File: src/common/rv_decode_pkg.sv
`default_nettype none

package rv_decode_pkg;

    // widths with a meaning of their own
    typedef logic [31:0] word_t;
    typedef logic [4:0]  reg_idx_t;
    typedef logic [2:0]  funct3_t;
    typedef logic [4:0]  opcode_t;
    typedef logic [1:0]  imm_sel_t;
    typedef logic [1:0]  op1_sel_t;

    // major opcodes, taken from instr[6:2]
    localparam opcode_t opc_load   = 5'b00000;
    localparam opcode_t opc_op_imm = 5'b00100;
    localparam opcode_t opc_auipc  = 5'b00101;
    localparam opcode_t opc_store  = 5'b01000;
    localparam opcode_t opc_op     = 5'b01100;
    localparam opcode_t opc_lui    = 5'b01101;
    localparam opcode_t opc_branch = 5'b11000;
    localparam opcode_t opc_jalr   = 5'b11001;
    localparam opcode_t opc_jal    = 5'b11011;
    localparam opcode_t opc_system = 5'b11100;

    // funct7 forms, alt selects sub and arithmetic shift
    localparam logic [6:0] funct7_base = 7'b0000000;
    localparam logic [6:0] funct7_alt  = 7'b0100000;

    // source of the main immediate slot
    localparam imm_sel_t imm_sel_i = 2'd0;
    localparam imm_sel_t imm_sel_s = 2'd1;
    localparam imm_sel_t imm_sel_u = 2'd2;

    // first alu operand
    localparam op1_sel_t op1_reg  = 2'd0;
    localparam op1_sel_t op1_pc   = 2'd1;
    localparam op1_sel_t op1_zero = 2'd2;

    typedef struct packed {
        word_t pc;
        word_t instr;
    } fetch_pkt_t;

    // raw slices of the word, independent of the instruction kind
    typedef struct packed {
        reg_idx_t rd;
        reg_idx_t rs1;
        reg_idx_t rs2;
        funct3_t  funct3;
        word_t    imm_i;
        word_t    imm_s;
        word_t    imm_b;
        word_t    imm_u;
        word_t    imm_j;
    } fields_t;

    typedef struct packed {
        // operation groups
        logic cmp;
        logic bits;
        logic shift;
        logic arith;
        // operations within a group
        logic cmp_eq;
        logic cmp_lts;
        logic cmp_ltu;
        logic cmp_inversed;
        logic bits_and;
        logic bits_or;
        logic bits_xor;
        logic arith_shl;
        logic arith_shr;
        logic arith_sub;
        logic arith_add;
        logic shift_arithmetical;
    } alu_ctrl_t;

    typedef struct packed {
        logic      inst_load;
        logic      inst_store;
        logic      inst_branch;
        logic      inst_jal;
        logic      inst_jalr;
        logic      inst_ebreak;
        logic      reg_write;
        logic      supported;
        imm_sel_t  imm_sel;
        op1_sel_t  op1_sel;
        logic      op2_r;
        logic      op2_i;
        logic      op2_j;
        logic      res_alu;
        logic      res_memory;
        logic      res_pc_p4;
        alu_ctrl_t alu_ctrl;
        funct3_t   funct3_out;
    } ctrl_t;

    // record handed to the execute stage
    typedef struct packed {
        word_t     pc;
        word_t     pc_p4;
        reg_idx_t  rd;
        reg_idx_t  rs1;
        reg_idx_t  rs2;
        funct3_t   funct3;
        word_t     imm_i;
        word_t     imm_j;
        logic      inst_load;
        logic      inst_store;
        logic      inst_branch;
        logic      inst_jal;
        logic      inst_jalr;
        logic      inst_ebreak;
        logic      reg_write;
        logic      supported;
        op1_sel_t  op1_sel;
        logic      op2_r;
        logic      op2_i;
        logic      op2_j;
        logic      res_alu;
        logic      res_memory;
        logic      res_pc_p4;
        alu_ctrl_t alu_ctrl;
    } decode_pkt_t;

endpackage

`default_nettype wire

File: src/decode/decode_out_stage.sv
`timescale 1ns/10ps
`default_nettype none

module decode_out_stage (
    input  wire                             i_clk,
    input  wire                             i_rst_n,
    input  wire                             i_valid,
    input  wire rv_decode_pkg::fetch_pkt_t  i_fetch,
    input  wire rv_decode_pkg::fields_t     i_fields,
    input  wire rv_decode_pkg::ctrl_t       i_ctrl,
    output logic                            o_ready,
    output rv_decode_pkg::decode_pkt_t      o_dec,
    output logic                            o_valid,
    input  wire                             i_ready
);

    import rv_decode_pkg::*;

    decode_pkt_t dec_d;
    word_t       imm_main;
    logic        accept;

    // one-entry register, free when empty or being drained
    assign o_ready = ~o_valid | i_ready;
    assign accept  = i_valid & o_ready;

    always_comb begin
        case (i_ctrl.imm_sel)
            imm_sel_u: imm_main = i_fields.imm_u;
            imm_sel_s: imm_main = i_fields.imm_s;
            default:   imm_main = i_fields.imm_i;
        endcase
    end

    always_comb begin
        dec_d.pc     = i_fetch.pc;
        dec_d.pc_p4  = i_fetch.pc + 32'd4;
        dec_d.rd     = i_fields.rd;
        // lui adds its immediate to zero
        dec_d.rs1    = (i_ctrl.op1_sel == op1_zero) ? '0 : i_fields.rs1;
        dec_d.rs2    = i_fields.rs2;
        dec_d.funct3 = i_ctrl.funct3_out;
        dec_d.imm_i  = imm_main;
        // branch offset shares the slot with the jal offset
        dec_d.imm_j  = i_ctrl.inst_jal ? i_fields.imm_j : i_fields.imm_b;

        dec_d.inst_load   = i_ctrl.inst_load;
        dec_d.inst_store  = i_ctrl.inst_store;
        dec_d.inst_branch = i_ctrl.inst_branch;
        dec_d.inst_jal    = i_ctrl.inst_jal;
        dec_d.inst_jalr   = i_ctrl.inst_jalr;
        dec_d.inst_ebreak = i_ctrl.inst_ebreak;
        dec_d.reg_write   = i_ctrl.reg_write;
        dec_d.supported   = i_ctrl.supported;
        dec_d.op1_sel     = i_ctrl.op1_sel;
        dec_d.op2_r       = i_ctrl.op2_r;
        dec_d.op2_i       = i_ctrl.op2_i;
        dec_d.op2_j       = i_ctrl.op2_j;
        dec_d.res_alu     = i_ctrl.res_alu;
        dec_d.res_memory  = i_ctrl.res_memory;
        dec_d.res_pc_p4   = i_ctrl.res_pc_p4;
        dec_d.alu_ctrl    = i_ctrl.alu_ctrl;
    end

    // payload, loaded on accept only
    always_ff @(posedge i_clk) begin
        if (accept) begin
            o_dec <= dec_d;
        end
    end

    always_ff @(posedge i_clk) begin
        if (!i_rst_n) begin
            o_valid <= 1'b0;
        end else if (accept) begin
            o_valid <= 1'b1;
        end else if (i_ready) begin
            o_valid <= 1'b0;
        end
    end

endmodule

`default_nettype wire

File: src/decode/instr_ctrl_decode.sv
`timescale 1ns/10ps
`default_nettype none

module instr_ctrl_decode (
    input  wire rv_decode_pkg::word_t   i_instr,
    output rv_decode_pkg::ctrl_t        o_ctrl
);

    import rv_decode_pkg::*;

    opcode_t     opcode;
    funct3_t     funct3;
    logic [6:0]  funct7;
    logic [11:0] funct12;
    logic        inst_full;
    logic        inst_none;
    logic        f7_base;
    logic        f7_alt;

    // opcode hits, only for full 32-bit words
    logic is_load, is_imm, is_auipc, is_store, is_reg;
    logic is_lui, is_branch, is_jalr, is_jal, is_system;

    logic inst_load, inst_store, inst_branch, inst_jalr, inst_jal;
    logic inst_ecall, inst_ebreak, inst_lui, inst_auipc;
    logic inst_addi, inst_slli, inst_slti, inst_sltiu, inst_xori;
    logic inst_srli, inst_srai, inst_ori, inst_andi;
    logic inst_add, inst_sub, inst_sll, inst_slt, inst_sltu;
    logic inst_xor, inst_srl, inst_sra, inst_or, inst_and;
    logic inst_imm, inst_reg;
    logic src_imm;

    assign opcode    = i_instr[6:2];
    assign funct3    = i_instr[14:12];
    assign funct7    = i_instr[31:25];
    assign funct12   = i_instr[31:20];
    assign inst_full = (i_instr[1:0] == 2'b11);
    assign inst_none = ~(|i_instr);
    assign f7_base   = (funct7 == funct7_base);
    assign f7_alt    = (funct7 == funct7_alt);

    assign is_load   = inst_full & (opcode == opc_load);
    assign is_imm    = inst_full & (opcode == opc_op_imm);
    assign is_auipc  = inst_full & (opcode == opc_auipc);
    assign is_store  = inst_full & (opcode == opc_store);
    assign is_reg    = inst_full & (opcode == opc_op);
    assign is_lui    = inst_full & (opcode == opc_lui);
    assign is_branch = inst_full & (opcode == opc_branch);
    assign is_jalr   = inst_full & (opcode == opc_jalr);
    assign is_jal    = inst_full & (opcode == opc_jal);
    assign is_system = inst_full & (opcode == opc_system);

    // lb lh lw lbu lhu
    assign inst_load   = is_load & (funct3 inside {3'b000, 3'b001, 3'b010, 3'b100, 3'b101});
    // sb sh sw
    assign inst_store  = is_store & (funct3 inside {3'b000, 3'b001, 3'b010});
    // funct3 010 and 011 are reserved for branches
    assign inst_branch = is_branch & (funct3[2:1] != 2'b01);
    assign inst_jalr   = is_jalr & (funct3 == 3'b000);
    assign inst_jal    = is_jal;
    assign inst_lui    = is_lui;
    assign inst_auipc  = is_auipc;
    assign inst_ecall  = is_system & (funct3 == 3'b000) & (funct12 == 12'h000);
    assign inst_ebreak = is_system & (funct3 == 3'b000) & (funct12 == 12'h001);

    // immediate arithmetic, shifts check funct7 as well
    assign inst_addi  = is_imm & (funct3 == 3'b000);
    assign inst_slli  = is_imm & (funct3 == 3'b001) & f7_base;
    assign inst_slti  = is_imm & (funct3 == 3'b010);
    assign inst_sltiu = is_imm & (funct3 == 3'b011);
    assign inst_xori  = is_imm & (funct3 == 3'b100);
    assign inst_srli  = is_imm & (funct3 == 3'b101) & f7_base;
    assign inst_srai  = is_imm & (funct3 == 3'b101) & f7_alt;
    assign inst_ori   = is_imm & (funct3 == 3'b110);
    assign inst_andi  = is_imm & (funct3 == 3'b111);

    // register arithmetic
    assign inst_add  = is_reg & (funct3 == 3'b000) & f7_base;
    assign inst_sub  = is_reg & (funct3 == 3'b000) & f7_alt;
    assign inst_sll  = is_reg & (funct3 == 3'b001) & f7_base;
    assign inst_slt  = is_reg & (funct3 == 3'b010) & f7_base;
    assign inst_sltu = is_reg & (funct3 == 3'b011) & f7_base;
    assign inst_xor  = is_reg & (funct3 == 3'b100) & f7_base;
    assign inst_srl  = is_reg & (funct3 == 3'b101) & f7_base;
    assign inst_sra  = is_reg & (funct3 == 3'b101) & f7_alt;
    assign inst_or   = is_reg & (funct3 == 3'b110) & f7_base;
    assign inst_and  = is_reg & (funct3 == 3'b111) & f7_base;

    assign inst_imm = |{inst_addi, inst_slli, inst_slti, inst_sltiu, inst_xori,
                        inst_srli, inst_srai, inst_ori, inst_andi};
    assign inst_reg = |{inst_add, inst_sub, inst_sll, inst_slt, inst_sltu,
                        inst_xor, inst_srl, inst_sra, inst_or, inst_and};

    // operand 2 comes from an immediate
    assign src_imm = |{inst_jalr, inst_load, inst_imm, inst_lui, inst_auipc, inst_store};

    assign o_ctrl.inst_load   = inst_load;
    assign o_ctrl.inst_store  = inst_store;
    assign o_ctrl.inst_branch = inst_branch;
    assign o_ctrl.inst_jal    = inst_jal;
    assign o_ctrl.inst_jalr   = inst_jalr;
    assign o_ctrl.inst_ebreak = inst_ebreak;

    // the all-zero word passes as a bubble
    assign o_ctrl.supported = |{inst_none, inst_load, inst_store, inst_branch, inst_jal,
                                inst_jalr, inst_lui, inst_auipc, inst_imm, inst_reg,
                                inst_ecall, inst_ebreak};
    assign o_ctrl.reg_write = |{inst_load, inst_imm, inst_reg, inst_lui, inst_auipc,
                                inst_jal, inst_jalr};

    assign o_ctrl.imm_sel = (inst_lui | inst_auipc) ? imm_sel_u :
                            inst_store              ? imm_sel_s : imm_sel_i;
    assign o_ctrl.op1_sel = (inst_auipc | inst_jal) ? op1_pc :
                            inst_lui                ? op1_zero : op1_reg;

    assign o_ctrl.op2_j = inst_jal;
    assign o_ctrl.op2_i = src_imm;
    assign o_ctrl.op2_r = ~(inst_jal | src_imm);

    assign o_ctrl.res_memory = inst_load;
    assign o_ctrl.res_pc_p4  = inst_jal | inst_jalr;
    assign o_ctrl.res_alu    = ~(inst_load | inst_jal | inst_jalr);

    // alu group and operation
    assign o_ctrl.alu_ctrl.cmp   = |{inst_branch, inst_slti, inst_sltiu, inst_slt, inst_sltu};
    assign o_ctrl.alu_ctrl.bits  = |{inst_andi, inst_and, inst_ori, inst_or, inst_xori, inst_xor};
    assign o_ctrl.alu_ctrl.shift = |{inst_slli, inst_sll, inst_srli, inst_srl, inst_srai, inst_sra};
    assign o_ctrl.alu_ctrl.arith = |{inst_add, inst_addi, inst_sub, inst_load, inst_store};

    assign o_ctrl.alu_ctrl.cmp_eq  = inst_branch & (funct3[2:1] == 2'b00);
    assign o_ctrl.alu_ctrl.cmp_lts = inst_slti | inst_slt | (inst_branch & (funct3[2:1] == 2'b10));
    assign o_ctrl.alu_ctrl.cmp_ltu = inst_sltiu | inst_sltu | (inst_branch & (funct3[2:1] == 2'b11));
    // bne, bge and bgeu test the opposite condition
    assign o_ctrl.alu_ctrl.cmp_inversed = inst_branch & funct3[0];

    assign o_ctrl.alu_ctrl.bits_and  = inst_andi | inst_and;
    assign o_ctrl.alu_ctrl.bits_or   = inst_ori | inst_or;
    assign o_ctrl.alu_ctrl.bits_xor  = inst_xori | inst_xor;
    assign o_ctrl.alu_ctrl.arith_shl = inst_slli | inst_sll;
    assign o_ctrl.alu_ctrl.arith_shr = |{inst_srli, inst_srl, inst_srai, inst_sra};
    assign o_ctrl.alu_ctrl.arith_sub = inst_sub;
    assign o_ctrl.alu_ctrl.arith_add = |{inst_add, inst_addi, inst_load, inst_store};
    assign o_ctrl.alu_ctrl.shift_arithmetical = inst_srai | inst_sra;

    // word access size when the slot holds no full instruction
    assign o_ctrl.funct3_out = inst_full ? funct3 : 3'b010;

endmodule

`default_nettype wire

File: src/decode/instr_field_extract.sv
`timescale 1ns/10ps
`default_nettype none

module instr_field_extract (
    input  wire rv_decode_pkg::word_t   i_instr,
    output rv_decode_pkg::fields_t      o_fields
);

    // register indices and funct3 sit at fixed positions in every format
    assign o_fields.rd     = i_instr[11:7];
    assign o_fields.rs1    = i_instr[19:15];
    assign o_fields.rs2    = i_instr[24:20];
    assign o_fields.funct3 = i_instr[14:12];

    // I format, bits 31..20
    assign o_fields.imm_i = {
        {21{i_instr[31]}},
        i_instr[30:20]
    };

    // S format, upper part in 31..25 and lower part in the rd slot
    assign o_fields.imm_s = {
        {21{i_instr[31]}},
        i_instr[30:25],
        i_instr[11:7]
    };

    // B format, halfword offset
    assign o_fields.imm_b = {
        {20{i_instr[31]}},
        i_instr[7],
        i_instr[30:25],
        i_instr[11:8],
        1'b0
    };

    // U format, low twelve bits cleared
    assign o_fields.imm_u = {
        i_instr[31:12],
        12'b0
    };

    // J format, bits scattered as in the spec
    assign o_fields.imm_j = {
        {12{i_instr[31]}},
        i_instr[19:12],
        i_instr[20],
        i_instr[30:21],
        1'b0
    };

endmodule

`default_nettype wire

File: src/rtl/rv_decode_top.sv
`timescale 1ns/10ps
`default_nettype none

module rv_decode_top (
    input  wire                             i_clk,
    input  wire                             i_rst_n,
    input  wire                             i_valid,
    input  wire rv_decode_pkg::fetch_pkt_t  i_fetch,
    output logic                            o_ready,
    output rv_decode_pkg::decode_pkt_t      o_dec,
    output logic                            o_valid,
    input  wire                             i_ready
);

    import rv_decode_pkg::*;

    fields_t fields;
    ctrl_t   ctrl;

    // both decoders look at the same incoming word
    instr_field_extract instr_field_extract_inst (
        .i_instr  (i_fetch.instr),
        .o_fields (fields)
    );

    instr_ctrl_decode instr_ctrl_decode_inst (
        .i_instr (i_fetch.instr),
        .o_ctrl  (ctrl)
    );

    // merge and register
    decode_out_stage decode_out_stage_inst (
        .i_clk    (i_clk),
        .i_rst_n  (i_rst_n),
        .i_valid  (i_valid),
        .i_fetch  (i_fetch),
        .i_fields (fields),
        .i_ctrl   (ctrl),
        .o_ready  (o_ready),
        .o_dec    (o_dec),
        .o_valid  (o_valid),
        .i_ready  (i_ready)
    );

endmodule

`default_nettype wire

File: config.mk
export PLATFORM = sky130hd
export DESIGN_NAME = rv_decode_top
export DESIGN_NICKNAME = d
export VERILOG_FILES = /design/src/common/rv_decode_pkg.sv /design/src/decode/decode_out_stage.sv /design/src/decode/instr_ctrl_decode.sv /design/src/decode/instr_field_extract.sv /design/src/rtl/rv_decode_top.sv
export SDC_FILE = /design/constraint.sdc
export NUM_CORES = 1
export LEC_CHECK = 0
export BUFFER_PORTS_ARGS = -buffer_cell sky130_fd_sc_hd__buf_2
export CAP_MARGIN = 20
export CORE_ASPECT_RATIO = 1.25
export CORE_MARGIN = 1.5
export CORE_UTILIZATION = 32
export CTS_CLUSTER_SIZE = 16
export DETAILED_ROUTE_END_ITERATION = 6
export GPL_TIMING_DRIVEN = 1
export PLACE_DENSITY_LB_ADDON = 0.2
export RECOVER_POWER = 25
export SLEW_MARGIN = 20
export SYNTH_ARGS = -nofsm -noshare
export SYNTH_HDL_FRONTEND = slang
export SYNTH_HIERARCHICAL = 1
export SYNTH_SLANG_ARGS = --single-unit
File: constraint.sdc
create_clock -name i_clk -period 4.5 [get_ports i_clk]
set_input_delay 0.225 -clock i_clk [delete_from_list [all_inputs] [get_ports i_clk]]
set_output_delay 0.225 -clock i_clk [all_outputs]
set_load 0.05 [all_outputs]
[Yosys cells after proc, flatten, opt, wreduce, memory -nomap -nowiden]
Cells that the tools add are included.
Word-level totals
  word-level logic and storage cells: 161
  flip-flop bits (word level): 166
  output and inout bits: 180
Cells by class
  bitwise operators: 71
  multiplexer cells: 8
  reductions and logical operators: 18
  equality and inequality tests: 25
  add/subtract/negate cells: 1
Operators with widths (number)
  one-hot mux 31 bit (2 select lines): 1
  bitwise AND 1 bit: 51
  adder 32 x 3 -> 32 bit, second input constant: 1
  OR reduction 32 bit: 1
  OR reduction 29 bit: 1
  OR reduction 24 bit: 1
  == test 5 bit, second input constant: 4
  two-way mux 20 bit: 1
  OR 1 bit: 16
  == test 5 x 4 -> 1 bit, second input constant: 3
  OR reduction 14 bit: 1
  == test 12 x 1 -> 1 bit, second input constant: 1
  == test 3 bit, second input constant: 4
  logical NOT 12 bit: 1
  OR reduction 6 bit: 2
  == test 2 bit, second input constant: 5
  == test 5 x 3 -> 1 bit, second input constant: 2
  OR reduction 5 bit: 2
  OR reduction 4 bit: 2
  == test 7 x 6 -> 1 bit, second input constant: 1
  logical NOT 7 bit: 1
  == test 3 x 2 -> 1 bit, second input constant: 2
  two-way mux 2 bit: 3
  logical NOT 5 bit: 1
  other kinds (10): 15

[Longest topological paths before layout]
Gate-level depths: netlist of run 1.
  depth after elaboration: 7
  gate-level depth with buffers: 9
  depth with buffers taken out: 8

[Modules after synthesis]
Netlist of run 1, hierarchy kept.
Modules (own cells, without submodules)
  decode_out_stage: cells an instance 422, instances 1, area an instance 6971.7 um^2
  instr_field_extract: cells an instance 179, instances 1, area an instance 1340.0 um^2
  instr_ctrl_decode: cells an instance 108, instances 1, area an instance 679.4 um^2

[Worst setup path after synthesis of run 1]
Ideal clock, no wire load.
  kind: reg2reg
  start point: register decode_out_stage_inst.o_valid
  end point: register decode_out_stage_inst/o_dec[0] (netlist name)
  arrival: 5.054 ns
  data required time: 3.943 ns
  path slack: -1.111 ns
  stages on the path, launching flop included: 3
  setup time: 0.557 ns
  clock period less this slack: 5.611 ns
  cells stage by stage: dfxtp_1 > nand2b_1 > and2_1
Between the ends
  longest elaborated chain between the ends: 3
Ends and longest elaborated chain
  from (decl): RTL line decode_out_stage.sv:13  | output logic o_valid,
  from (signal assigned): RTL line decode_out_stage.sv:74  | o_valid <= 1'b0;
  from (signal assigned): RTL line decode_out_stage.sv:76  | o_valid <= 1'b1;
  from (signal assigned): RTL line decode_out_stage.sv:78  | o_valid <= 1'b0;
  inverter 1 bit: RTL line decode_out_stage.sv:24  | assign o_ready = ~o_valid | i_ready;
  OR 1 bit: RTL line decode_out_stage.sv:24
  named net o_ready: RTL line rv_decode_top.sv:9  | output logic o_ready,
  bitwise AND 1 bit: RTL line decode_out_stage.sv:25  | assign accept = i_valid & o_ready;
  named net decode_out_stage_inst.accept: RTL line decode_out_stage.sv:21  | logic accept;
The timed path passes the listed nets, and every way through them passes these cells.
A chain may end at the register's enable or synchronous reset.

==> results.tsv, run 1 <==
metric	value	unit
status	finished clean	
period_minus_slack	2410	ps
swShare	0.289	
worst_pin_slew	1100	ps
cts_tree	built	
pwr_density_cell	421	mW/mm²
ir_worst_vdd	0.242	mV
finalSetupViolCount	0	
hold_slack	43.9	ps
root_buffer	clkbuf_16	
port_buffers	247	
final-hold-violation-count	0	
critical_path_peak_fanout	25	
grt_pass1_wl	30800	µm
die_y	190	µm
first_pass_iters	5	
drc	0	
sequentialPowerShare	0.476	
area_delta_synth_final	8.52	%
syn_inst	706	
p_sw	1180	µW
syn-cell-area	0.00897	mm²
worstHoldPathType	input pin to flop	
required	4760	ps
cts_hold_buf	4	
worstSetupEndpointType	flop	
slew_headroom	0.261	
combPwrFrac	0.154	
cts_made_buffers	17	
leakagePower	0.00348	µW
clk_path_buf_depth	2	
cap_violations	0	
path_clk_slew	70	ps
crit_arrival	2660	ps
fmax	416	MHz
syn_avg_cell_area	12.7	µm²
fin_skew	7.26	ps
synth_warnings	6	
track_usage	0.141	
drt_iter0_drc	224	
post-cts-setup-buffers	0	
wl_per_cell	18.2	µm
fin_setup_tns	0	ps
gp_congestion	0.805	
layout-drive-gt1-share	0.283	
nNetsFinal	857	
place_hpwl	14900	µm
via_per_inst	4.59	
crit_path_start_kind	input pin	
gr-total-overflow	0	
grt_max_degree	81	
die_w	153	µm
n_antenna_cell	0	
wl	20900	µm
p_int	2910	µW
postRouteAntennaNets	0	
rows	68	
clock_sinks	177	
cts_max_level	4	
cts_resized	0	
post-route-period-util	0.535	
initial_core_util	0.325	
finalMaxSlewViolations	0	
power	4100	µW
antenna_found_initial	0	
path_class	input pin to flop	
die-area	0.0290	mm²
power_frac_clock	0.370	
fillers	2797	
coreArea	0.0276	mm²
grt_pass1_vias	5049	
grt_setup_unrepaired	no	
vias	5274	
ios	248	
clk_latency	420	ps
final cells by class:
type / count / area (µm²) / share of cell area
clock buffer: 18 / 429 / 0.0441
clock inverter: 14 / 163 / 0.0167
inverter: 12 / 45.0 / 0.00463
multi-input combinational: 322 / 2160 / 0.222
sequential: 177 / 5310 / 0.545
tap: 350 / 438 / 0.0450
timing repair buffer: 256 / 1190 / 0.123
worst max-delay path, stage by stage:
cell       delay (ps)
clkbuf_1          110
nand4bb_1         340
nor3_1            350
and3_1            260
ha_1              800
buf_4             300
a22oi_1            70
o21ai_0           200
placed cells by master, fill, tap and decap left out, drive strengths merged:
master,count
nor4,12
or2,4
nor3,10
a22oi,32
or4,4
nand2b,5
bufinv,3
clkinvlp,3
or3,2
o31ai,2
nand4,14
edfxtp,176
clkbuf,125
a32oi,1
buf,145
conb,14
clkinv,5
nand4bb,1
a21boi,2
mux2,32
nor2,16
inv,15
and2,12
and3b,1
and3,8
dfxtp,1
xnor2,23
a21oi,5
xor2,6
nand2,49
nor2b,3
and4,3
ha,3
o22ai,2
nand4b,1
nand3,15
o21ai,40
dlygate4sd3,4
registers in the layout, indices dropped and copies added, names as in the netlist:
name and cells:
decode_out_stage_inst/o_dec 176, decode_out_stage_inst/o_valid 1
power by group through the flow:
stage          Clock [µW]  Sequential, µW  Combinational, µW
3_3_place_gp            0            1980                653
5_1_grt              1610            1960                665
3_5_place_dp            0            1980                653
2_1_floorplan           0            2320                218
6_report             1520            1950                632
4_1_cts              1560            1950                656
per-layer routing:
layer	track usage	part of all wire	vias up
li1	-	-	2509
met5	0	0	-
met4	0.0370	0.0083	0
met2	0.240	0.49	203
met1	0.173	0.43	2553
met3	0.0444	0.076	9
stage by stage:
| stage | std cells | cell area (µm²) | setup WS (ps) | utilization |
|---|---|---|---|---|
| global placement | 1113 | 9270 | 1710 | 0.336 |
| finish | 1149 | 9730 | 2090 | 0.353 |
| CTS | 1149 | 9900 | 2140 | 0.359 |
| detailed placement | 1113 | 9270 | 1660 | 0.336 |
| global route | 1149 | 9730 | 1810 | 0.353 |
| floorplan | 719 | 9020 | 820 | - |
path summary, 6_finish.rpt:
kind / start / cells after the start / end / slack (ps)
worst min register to register: decode_out_stage_inst/o_valid / 2 / decode_out_stage_inst/o_valid / 540
worst max register to register: decode_out_stage_inst/o_valid / 3 / decode_out_stage_inst/o_dec[159] / 2440
worst min-delay path: i_rst_n / 2 / decode_out_stage_inst/o_valid / 40
worst max-delay path: i_fetch[2] / 8 / decode_out_stage_inst/o_dec[86] / 2090
Power figures use the tool's default switching activity.
==> run 2: changes to the inputs <==
--- a/config.mk
+++ b/config.mk
@@ -5,6 +5,7 @@
 export SDC_FILE = /design/constraint.sdc
 export NUM_CORES = 1
 export LEC_CHECK = 0
+export ABC_AREA = 1
 export BUFFER_PORTS_ARGS = -buffer_cell sky130_fd_sc_hd__buf_2
 export CAP_MARGIN = 20
 export CORE_ASPECT_RATIO = 1.25
==> constraint.sdc (replaced) <==
create_clock -name i_clk -period 2.5 [get_ports i_clk]
set_input_delay 0.125 -clock i_clk [delete_from_list [all_inputs] [get_ports i_clk]]
set_output_delay 0.125 -clock i_clk [all_outputs]
set_load 0.05 [all_outputs]
==> run 2 against run 1 <==
Against the previous run: global-route usage rose by 1.9 points; highest routed layer unchanged; hold slack improved by 28 ps; sequential power rose by 80%; count of clock-buffer cells in the layout fell by 1; routed wire length rose by 19%; first-iteration DRC count rose by 91%.
==> results.tsv, run 2 <==
metric	value	unit	change
status	finished clean		unchanged
slew_headroom	0.498		was 0.261
syn_avg_cell_area	10.2	µm²	was 12.7 µm²
die_y	196	µm	was 190 µm
die-area	0.0310	mm²	was 0.0290 mm²
multi_input_area	0.00254	mm²	was 0.00216 mm²
cts_hold_buf	44		was 4
fmax	543	MHz	
power	7580	µW	was 4100 µW
crit_arrival	2120	ps	was 2660 ps
nNetsFinal	1135		was 857
antenna_found_initial	1		was 0
post-cts-setup-buffers	0		unchanged
place_hpwl	17500	µm	was 14900 µm
top_register	decode_out_stage_inst/o_dec		unchanged
final_common_cell	edfxtp_1		unchanged
crit_path_start_kind	input pin		unchanged
grt_pass1_vias	6360		was 5049
gr-total-overflow	0		unchanged
clk_path_buf_depth	2		unchanged
gp_congestion	0.849		was 0.805
sequentialPowerShare	0.463		was 0.476
worstPathCellList	clkbuf_1 -> nand2_1 -> nor2_1 -> nand4_1 -> inv_1 -> inv_1 -> ha_1 -> inv_1 -> buf_4 -> nor2_1 -> a21oi_1		was clkbuf_1 -> nand4bb_1 -> nor3_1 -> and3_1 -> ha_1 -> buf_4 -> a22oi_1 -> o21ai_0
cts_tree	built		unchanged
syn_inst	935		was 706
clk_latency	440	ps	was 420 ps
cts_resized	0		unchanged
reg_top3	decode_out_stage_inst/o_dec x176, decode_out_stage_inst/o_valid x1		unchanged
period_minus_slack	1840	ps	
p_int	5260	µW	was 2910 µW
slowest_stage	nor2_1		was ha_1
fillers	2967		was 2797
seqCellArea	0.00531	mm²	unchanged
finalSetupViolCount	0		unchanged
dpl.cell_count	1397		was 1113
synth_warnings	6		unchanged
final-instance-count-excl-fill	1474		was 1149
cp.buffers_inverters	5		was 2
cts_made_buffers	17		unchanged
root_buffer	clkbuf_16		unchanged
grt_max_degree	67		was 81
fin_skew	10.4	ps	was 7.26 ps
area_delta_synth_final	13.9	%	was 8.52%
pwr_density_cell	695	mW/mm²	was 421 mW/mm²
grt_setup_unrepaired	no		unchanged
die_w	158	µm	was 153 µm
initial_core_util	0.326		was 0.325
cts_max_level	4		unchanged
final_cell_mix	edfxtp_1 (176), nand2_1 (159), buf_2 (154)		was edfxtp_1 (176), buf_2 (140), clkbuf_1 (108)
crit_family	simple AND/OR/NAND/NOR gates		unchanged
place_ws	462	ps	was 1660 ps
post-route-period-util	0.737		
leakagePower	0.00445	µW	was 0.00348 µW
required	2780	ps	was 4760 ps
rows	70		was 68
drc	0		unchanged
ios	248		unchanged
coreArea	0.0293	mm²	was 0.0276 mm²
postRouteAntennaNets	0		unchanged
largest_reg_flops	176		unchanged
critical_path_peak_fanout	32		was 25
vias	6467		was 5274
grt_pass1_wl	36900	µm	was 30800 µm
ir_worst_vdd	0.412	mV	was 0.242 mV
path_class	input pin to flop		unchanged
p_sw	2320	µW	was 1180 µW
swShare	0.306		was 0.289
wl_per_cell	16.8	µm	was 18.2 µm
worst_pin_slew	753	ps	was 1100 ps
crit_top_cell	inv_1		
track_usage	0.160		was 0.141
final-hold-violation-count	0		unchanged
clock_sinks	177		unchanged
syn-cell-area	0.00958	mm²	was 0.00897 mm²
layout_setup_ws	657	ps	was 2090 ps
first_pass_iters	5		unchanged
wl	24800	µm	was 20900 µm
path_clk_slew	70	ps	about the same
worstSetupEndpointType	flop		unchanged
layout-drive-gt1-share	0.235		was 0.283
finalMaxSlewViolations	0		unchanged
worstHoldPathType	input pin to flop		unchanged
critPathMaxStageDelay	350	ps	was 800 ps
drt_iter0_drc	427		was 224
power_frac_clock	0.373		was 0.370
port_buffers	247		unchanged
combPwrFrac	0.165		was 0.154
via_per_inst	4.39		was 4.59
cap_violations	0		unchanged
[run 2: path summary, 6_finish.rpt]
check                                                   start                               end  slack (ps)  cells past startpoint
worst max-delay path                               i_fetch[0]   decode_out_stage_inst/o_dec[68]         660                     11
worst min-delay path                              i_fetch[16]  decode_out_stage_inst/o_dec[105]          70                      3
worst max register to register  decode_out_stage_inst/o_valid   decode_out_stage_inst/o_dec[97]         960                      2
worst min register to register  decode_out_stage_inst/o_valid   decode_out_stage_inst/o_dec[32]         730                      1
[run 2: final cells by class]
class,count,area share
clock inverters,15,0.0177
diodes,1,0.000229
well taps,396,0.0454
clock buffers,17,0.0390
repair buffers,303,0.156
inverters,66,0.0232
multi-input cells,499,0.233
flip-flops and latches,177,0.486
[run 2: worst reg2reg max path, cell delays in order, from the launching register on]
cell     delay, ps
dfxtp_1        350
a21oi_4        400
buf_12         380
[run 2: per-layer routing]
metal	vias up	wire (µm)	global-route usage
met2	196	12700	0.281
met5	-	0	0
met4	0	528	0.0584
met3	25	1390	0.0396
li1	3161	-	-
met1	3085	10200	0.188
[run 2: power by group through the flow]
stage / registers [µW] / logic [µW] / clock network (µW)
finish: 3510 / 1250 / 2830
global placement: 3570 / 1230 / 0
detailed placement: 3570 / 1230 / 0
CTS: 3510 / 1290 / 2920
floorplan: 4190 / 428 / 0
global route: 3530 / 1320 / 3020
[run 2: metrics by stage]
| stage | hold slack [ps] | setup TNS, ps | cell area (µm²) | utilization |
|---|---|---|---|---|
| after floorplan | 224 | -231660 | 9640 | - |
| after global placement | 310 | 0 | 10000 | 0.342 |
| after CTS | 55.3 | 0 | 11100 | 0.378 |
| after detailed placement | 309 | 0 | 10000 | 0.342 |
| final | 72.0 | 0 | 10900 | 0.372 |
| after global routing | 80.2 | 0 | 10900 | 0.372 |
==> run 3: changes to the inputs <==
==> constraint.sdc (replaced) <==
create_clock -name i_clk -period 1.61 [get_ports i_clk]
set_input_delay 0.0805 -clock i_clk [delete_from_list [all_inputs] [get_ports i_clk]]
set_output_delay 0.0805 -clock i_clk [all_outputs]
set_load 0.05 [all_outputs]
==> run 3 against run 2 <==
Against the previous run: non-clock buffer count grew 37; sequential share of layout area shrank 1.3 points; first-iteration DRC count shrank 25%; critical endpoint is now decode_out_stage_inst/o_dec[138].
==> results.tsv, run 3 (synthesis results as in run 2) <==
metric	value	unit	change
power	11400	µW	was 7580 µW
place_ws	-210	ps	was 462 ps
pwr_density_cell	1020	mW/mm²	was 695 mW/mm²
fin_setup_tns	0	ps	unchanged
fmax	654	MHz	
die_y	196	µm	unchanged
grt_setup_unrepaired	no		unchanged
largest_reg_flops	176		unchanged
grt_pass1_wl	36400	µm	was 36900 µm
final_cell_mix	edfxtp_1 (176), buf_2 (166), nand2_1 (158)		was edfxtp_1 (176), nand2_1 (159), buf_2 (154)
grt_max_degree	55		was 67
hp-start	i_fetch[17]		was i_fetch[16]
vias	6546		was 6467
gp_congestion	0.868		was 0.849
leakagePower	0.00463	µW	was 0.00445 µW
wl_met3	1620	µm	was 1390 µm
postRouteAntennaNets	0		unchanged
gr-total-overflow	0		unchanged
place_hpwl	18200	µm	was 17500 µm
ios	248		unchanged
wl	24700	µm	was 24800 µm
rows	70		unchanged
multi_input_area	0.00257	mm²	was 0.00254 mm²
reg2reg_depth	3		was 2
cts_made_buffers	17		unchanged
path_clk_slew	70	ps	about the same
fillers	2948		was 2967
layout-drive-gt1-share	0.268		was 0.235
final-hold-violation-count	0		unchanged
grt_pass1_vias	6416		was 6360
critical_path_peak_fanout	3		was 32
initial_core_util	0.326		unchanged
slew_headroom	0.531		was 0.498
clk_latency	440	ps	about the same
worstHoldPathType	input pin to flop		unchanged
fin_skew	11.9	ps	was 10.4 ps
wl_met1	9900	µm	was 10200 µm
top_register	decode_out_stage_inst/o_dec		unchanged
clk_path_buf_depth	2		unchanged
antenna_found_initial	1		unchanged
top_layer	met4		unchanged
crit_arrival	1720	ps	was 2120 ps
nNetsFinal	1172		was 1135
final_common_cell	edfxtp_1		unchanged
drc	0		unchanged
wl_per_cell	16.4	µm	was 16.8 µm
die-area	0.0310	mm²	unchanged
post-route-period-util	0.950		
status	finished clean		unchanged
r2r_setup_slack	270	ps	was 960 ps
crit_path_start_kind	input pin		unchanged
clock_sinks	177		unchanged
layout_setup_ws	80.0	ps	was 657 ps
holdPathEnd	decode_out_stage_inst/o_dec[106]		was decode_out_stage_inst/o_dec[105]
r2r_end	decode_out_stage_inst/o_dec[128]		was decode_out_stage_inst/o_dec[97]
track_usage	0.159		was 0.160
worst_pin_slew	701	ps	was 753 ps
finalSetupViolCount	0		unchanged
cap_violations	0		unchanged
path_class	input pin to flop		unchanged
period_minus_slack	1530	ps	
seqCellArea	0.00531	mm²	unchanged
reg_top3	decode_out_stage_inst/o_dec x176, decode_out_stage_inst/o_valid x1		unchanged
finalMaxSlewViolations	0		unchanged
coreArea	0.0293	mm²	unchanged
hold_depth	3		unchanged
drt_iter0_drc	320		was 427
regToRegStartpoint	decode_out_stage_inst/o_valid		unchanged
required	1800	ps	was 2780 ps
dr_wl_met2	12700	µm	about the same
via_per_inst	4.34		was 4.39
root_buffer	clkbuf_16		unchanged
cts_tree	built		unchanged
die_w	158	µm	unchanged
cts_max_level	4		unchanged
area_delta_synth_final	17.0	%	was 13.9%
port_buffers	247		unchanged
worstSetupEndpointType	flop		unchanged
ir_worst_vdd	0.620	mV	was 0.412 mV
first_pass_iters	4		was 5
[run 3: cell types whose count changed in the layout (fill, tap and decap cells not counted), sizes merged]
| cell | delta |
|---|---|
| buf | +42 |
| inv | -5 |
| clkbuf | -3 |
| clkinv | +3 |
| bufinv | -1 |
| dlygate4sd3 | -1 |
[run 3: timing repair]
action,CTS,global route
resized for setup,0,2
hold endpoints to repair,64,0
hold buffers,43,0
setup endpoints to repair,0,4
buffers inserted,0,1
[run 3: per-stage QoR]
stage,hold WS [ps],std cells,utilization,cell area (µm²)
2_1_floorplan,179,948,-,9660
3_3_place_gp,261,1434,0.354,10400
3_5_place_dp,259,1434,0.354,10400
4_1_cts,17.9,1507,0.387,11400
5_1_grt,24.5,1509,0.382,11200
6_report,32.3,1509,0.382,11200
[run 3: how the worst max path moves through the flow]
stage	cells past startpoint	endpoint	start
after global routing	10	decode_out_stage_inst/o_dec[134]	i_fetch[34]
after detailed placement	12	decode_out_stage_inst/o_dec[88]	i_fetch[2]
final	11	decode_out_stage_inst/o_dec[138]	i_fetch[34]
after CTS	11	decode_out_stage_inst/o_dec[138]	i_fetch[34]
after floorplan	1	decode_out_stage_inst/o_dec[0]	decode_out_stage_inst/o_valid
after global placement	12	decode_out_stage_inst/o_dec[95]	i_fetch[4]
[run 3: power breakdown]
group / leakage (µW) / total, µW / internal, µW / switching [µW]
registers: 0.00171 / 5460 / 5380 / 72.8
clock network: 0.000256 / 3920 / 2120 / 1800
logic: 0.00266 / 2000 / 470 / 1530
total: 0.00463 / 11400 / 7970 / 3410
[run 3: cell type report]
type | count | area share
antenna | 1 | 0.000223
clock buffer | 18 | 0.0383
clock inverter | 12 | 0.00982
inverter | 66 | 0.0225
multi-input combinational | 499 | 0.229
sequential | 177 | 0.473
tap | 396 | 0.0442
timing repair buffer | 340 | 0.183
[run 3: critical path, stage by stage]
cell           delay, ps
dlygate4sd3_1        530
buf_2                130
ha_1                 230
nand2_1               90
nor2_2               140
nand2_1               70
nor2_1               150
buf_4                160
nand2_1               50
nand2_1               50
nand2_1               40
[run 3: per-layer routing]
metal  vias to the layer above  track usage
li1                       3238            -
met1                      3084        0.183
met2                       197        0.282
met3                        27       0.0435
met4                         0       0.0531
met5                         -            0
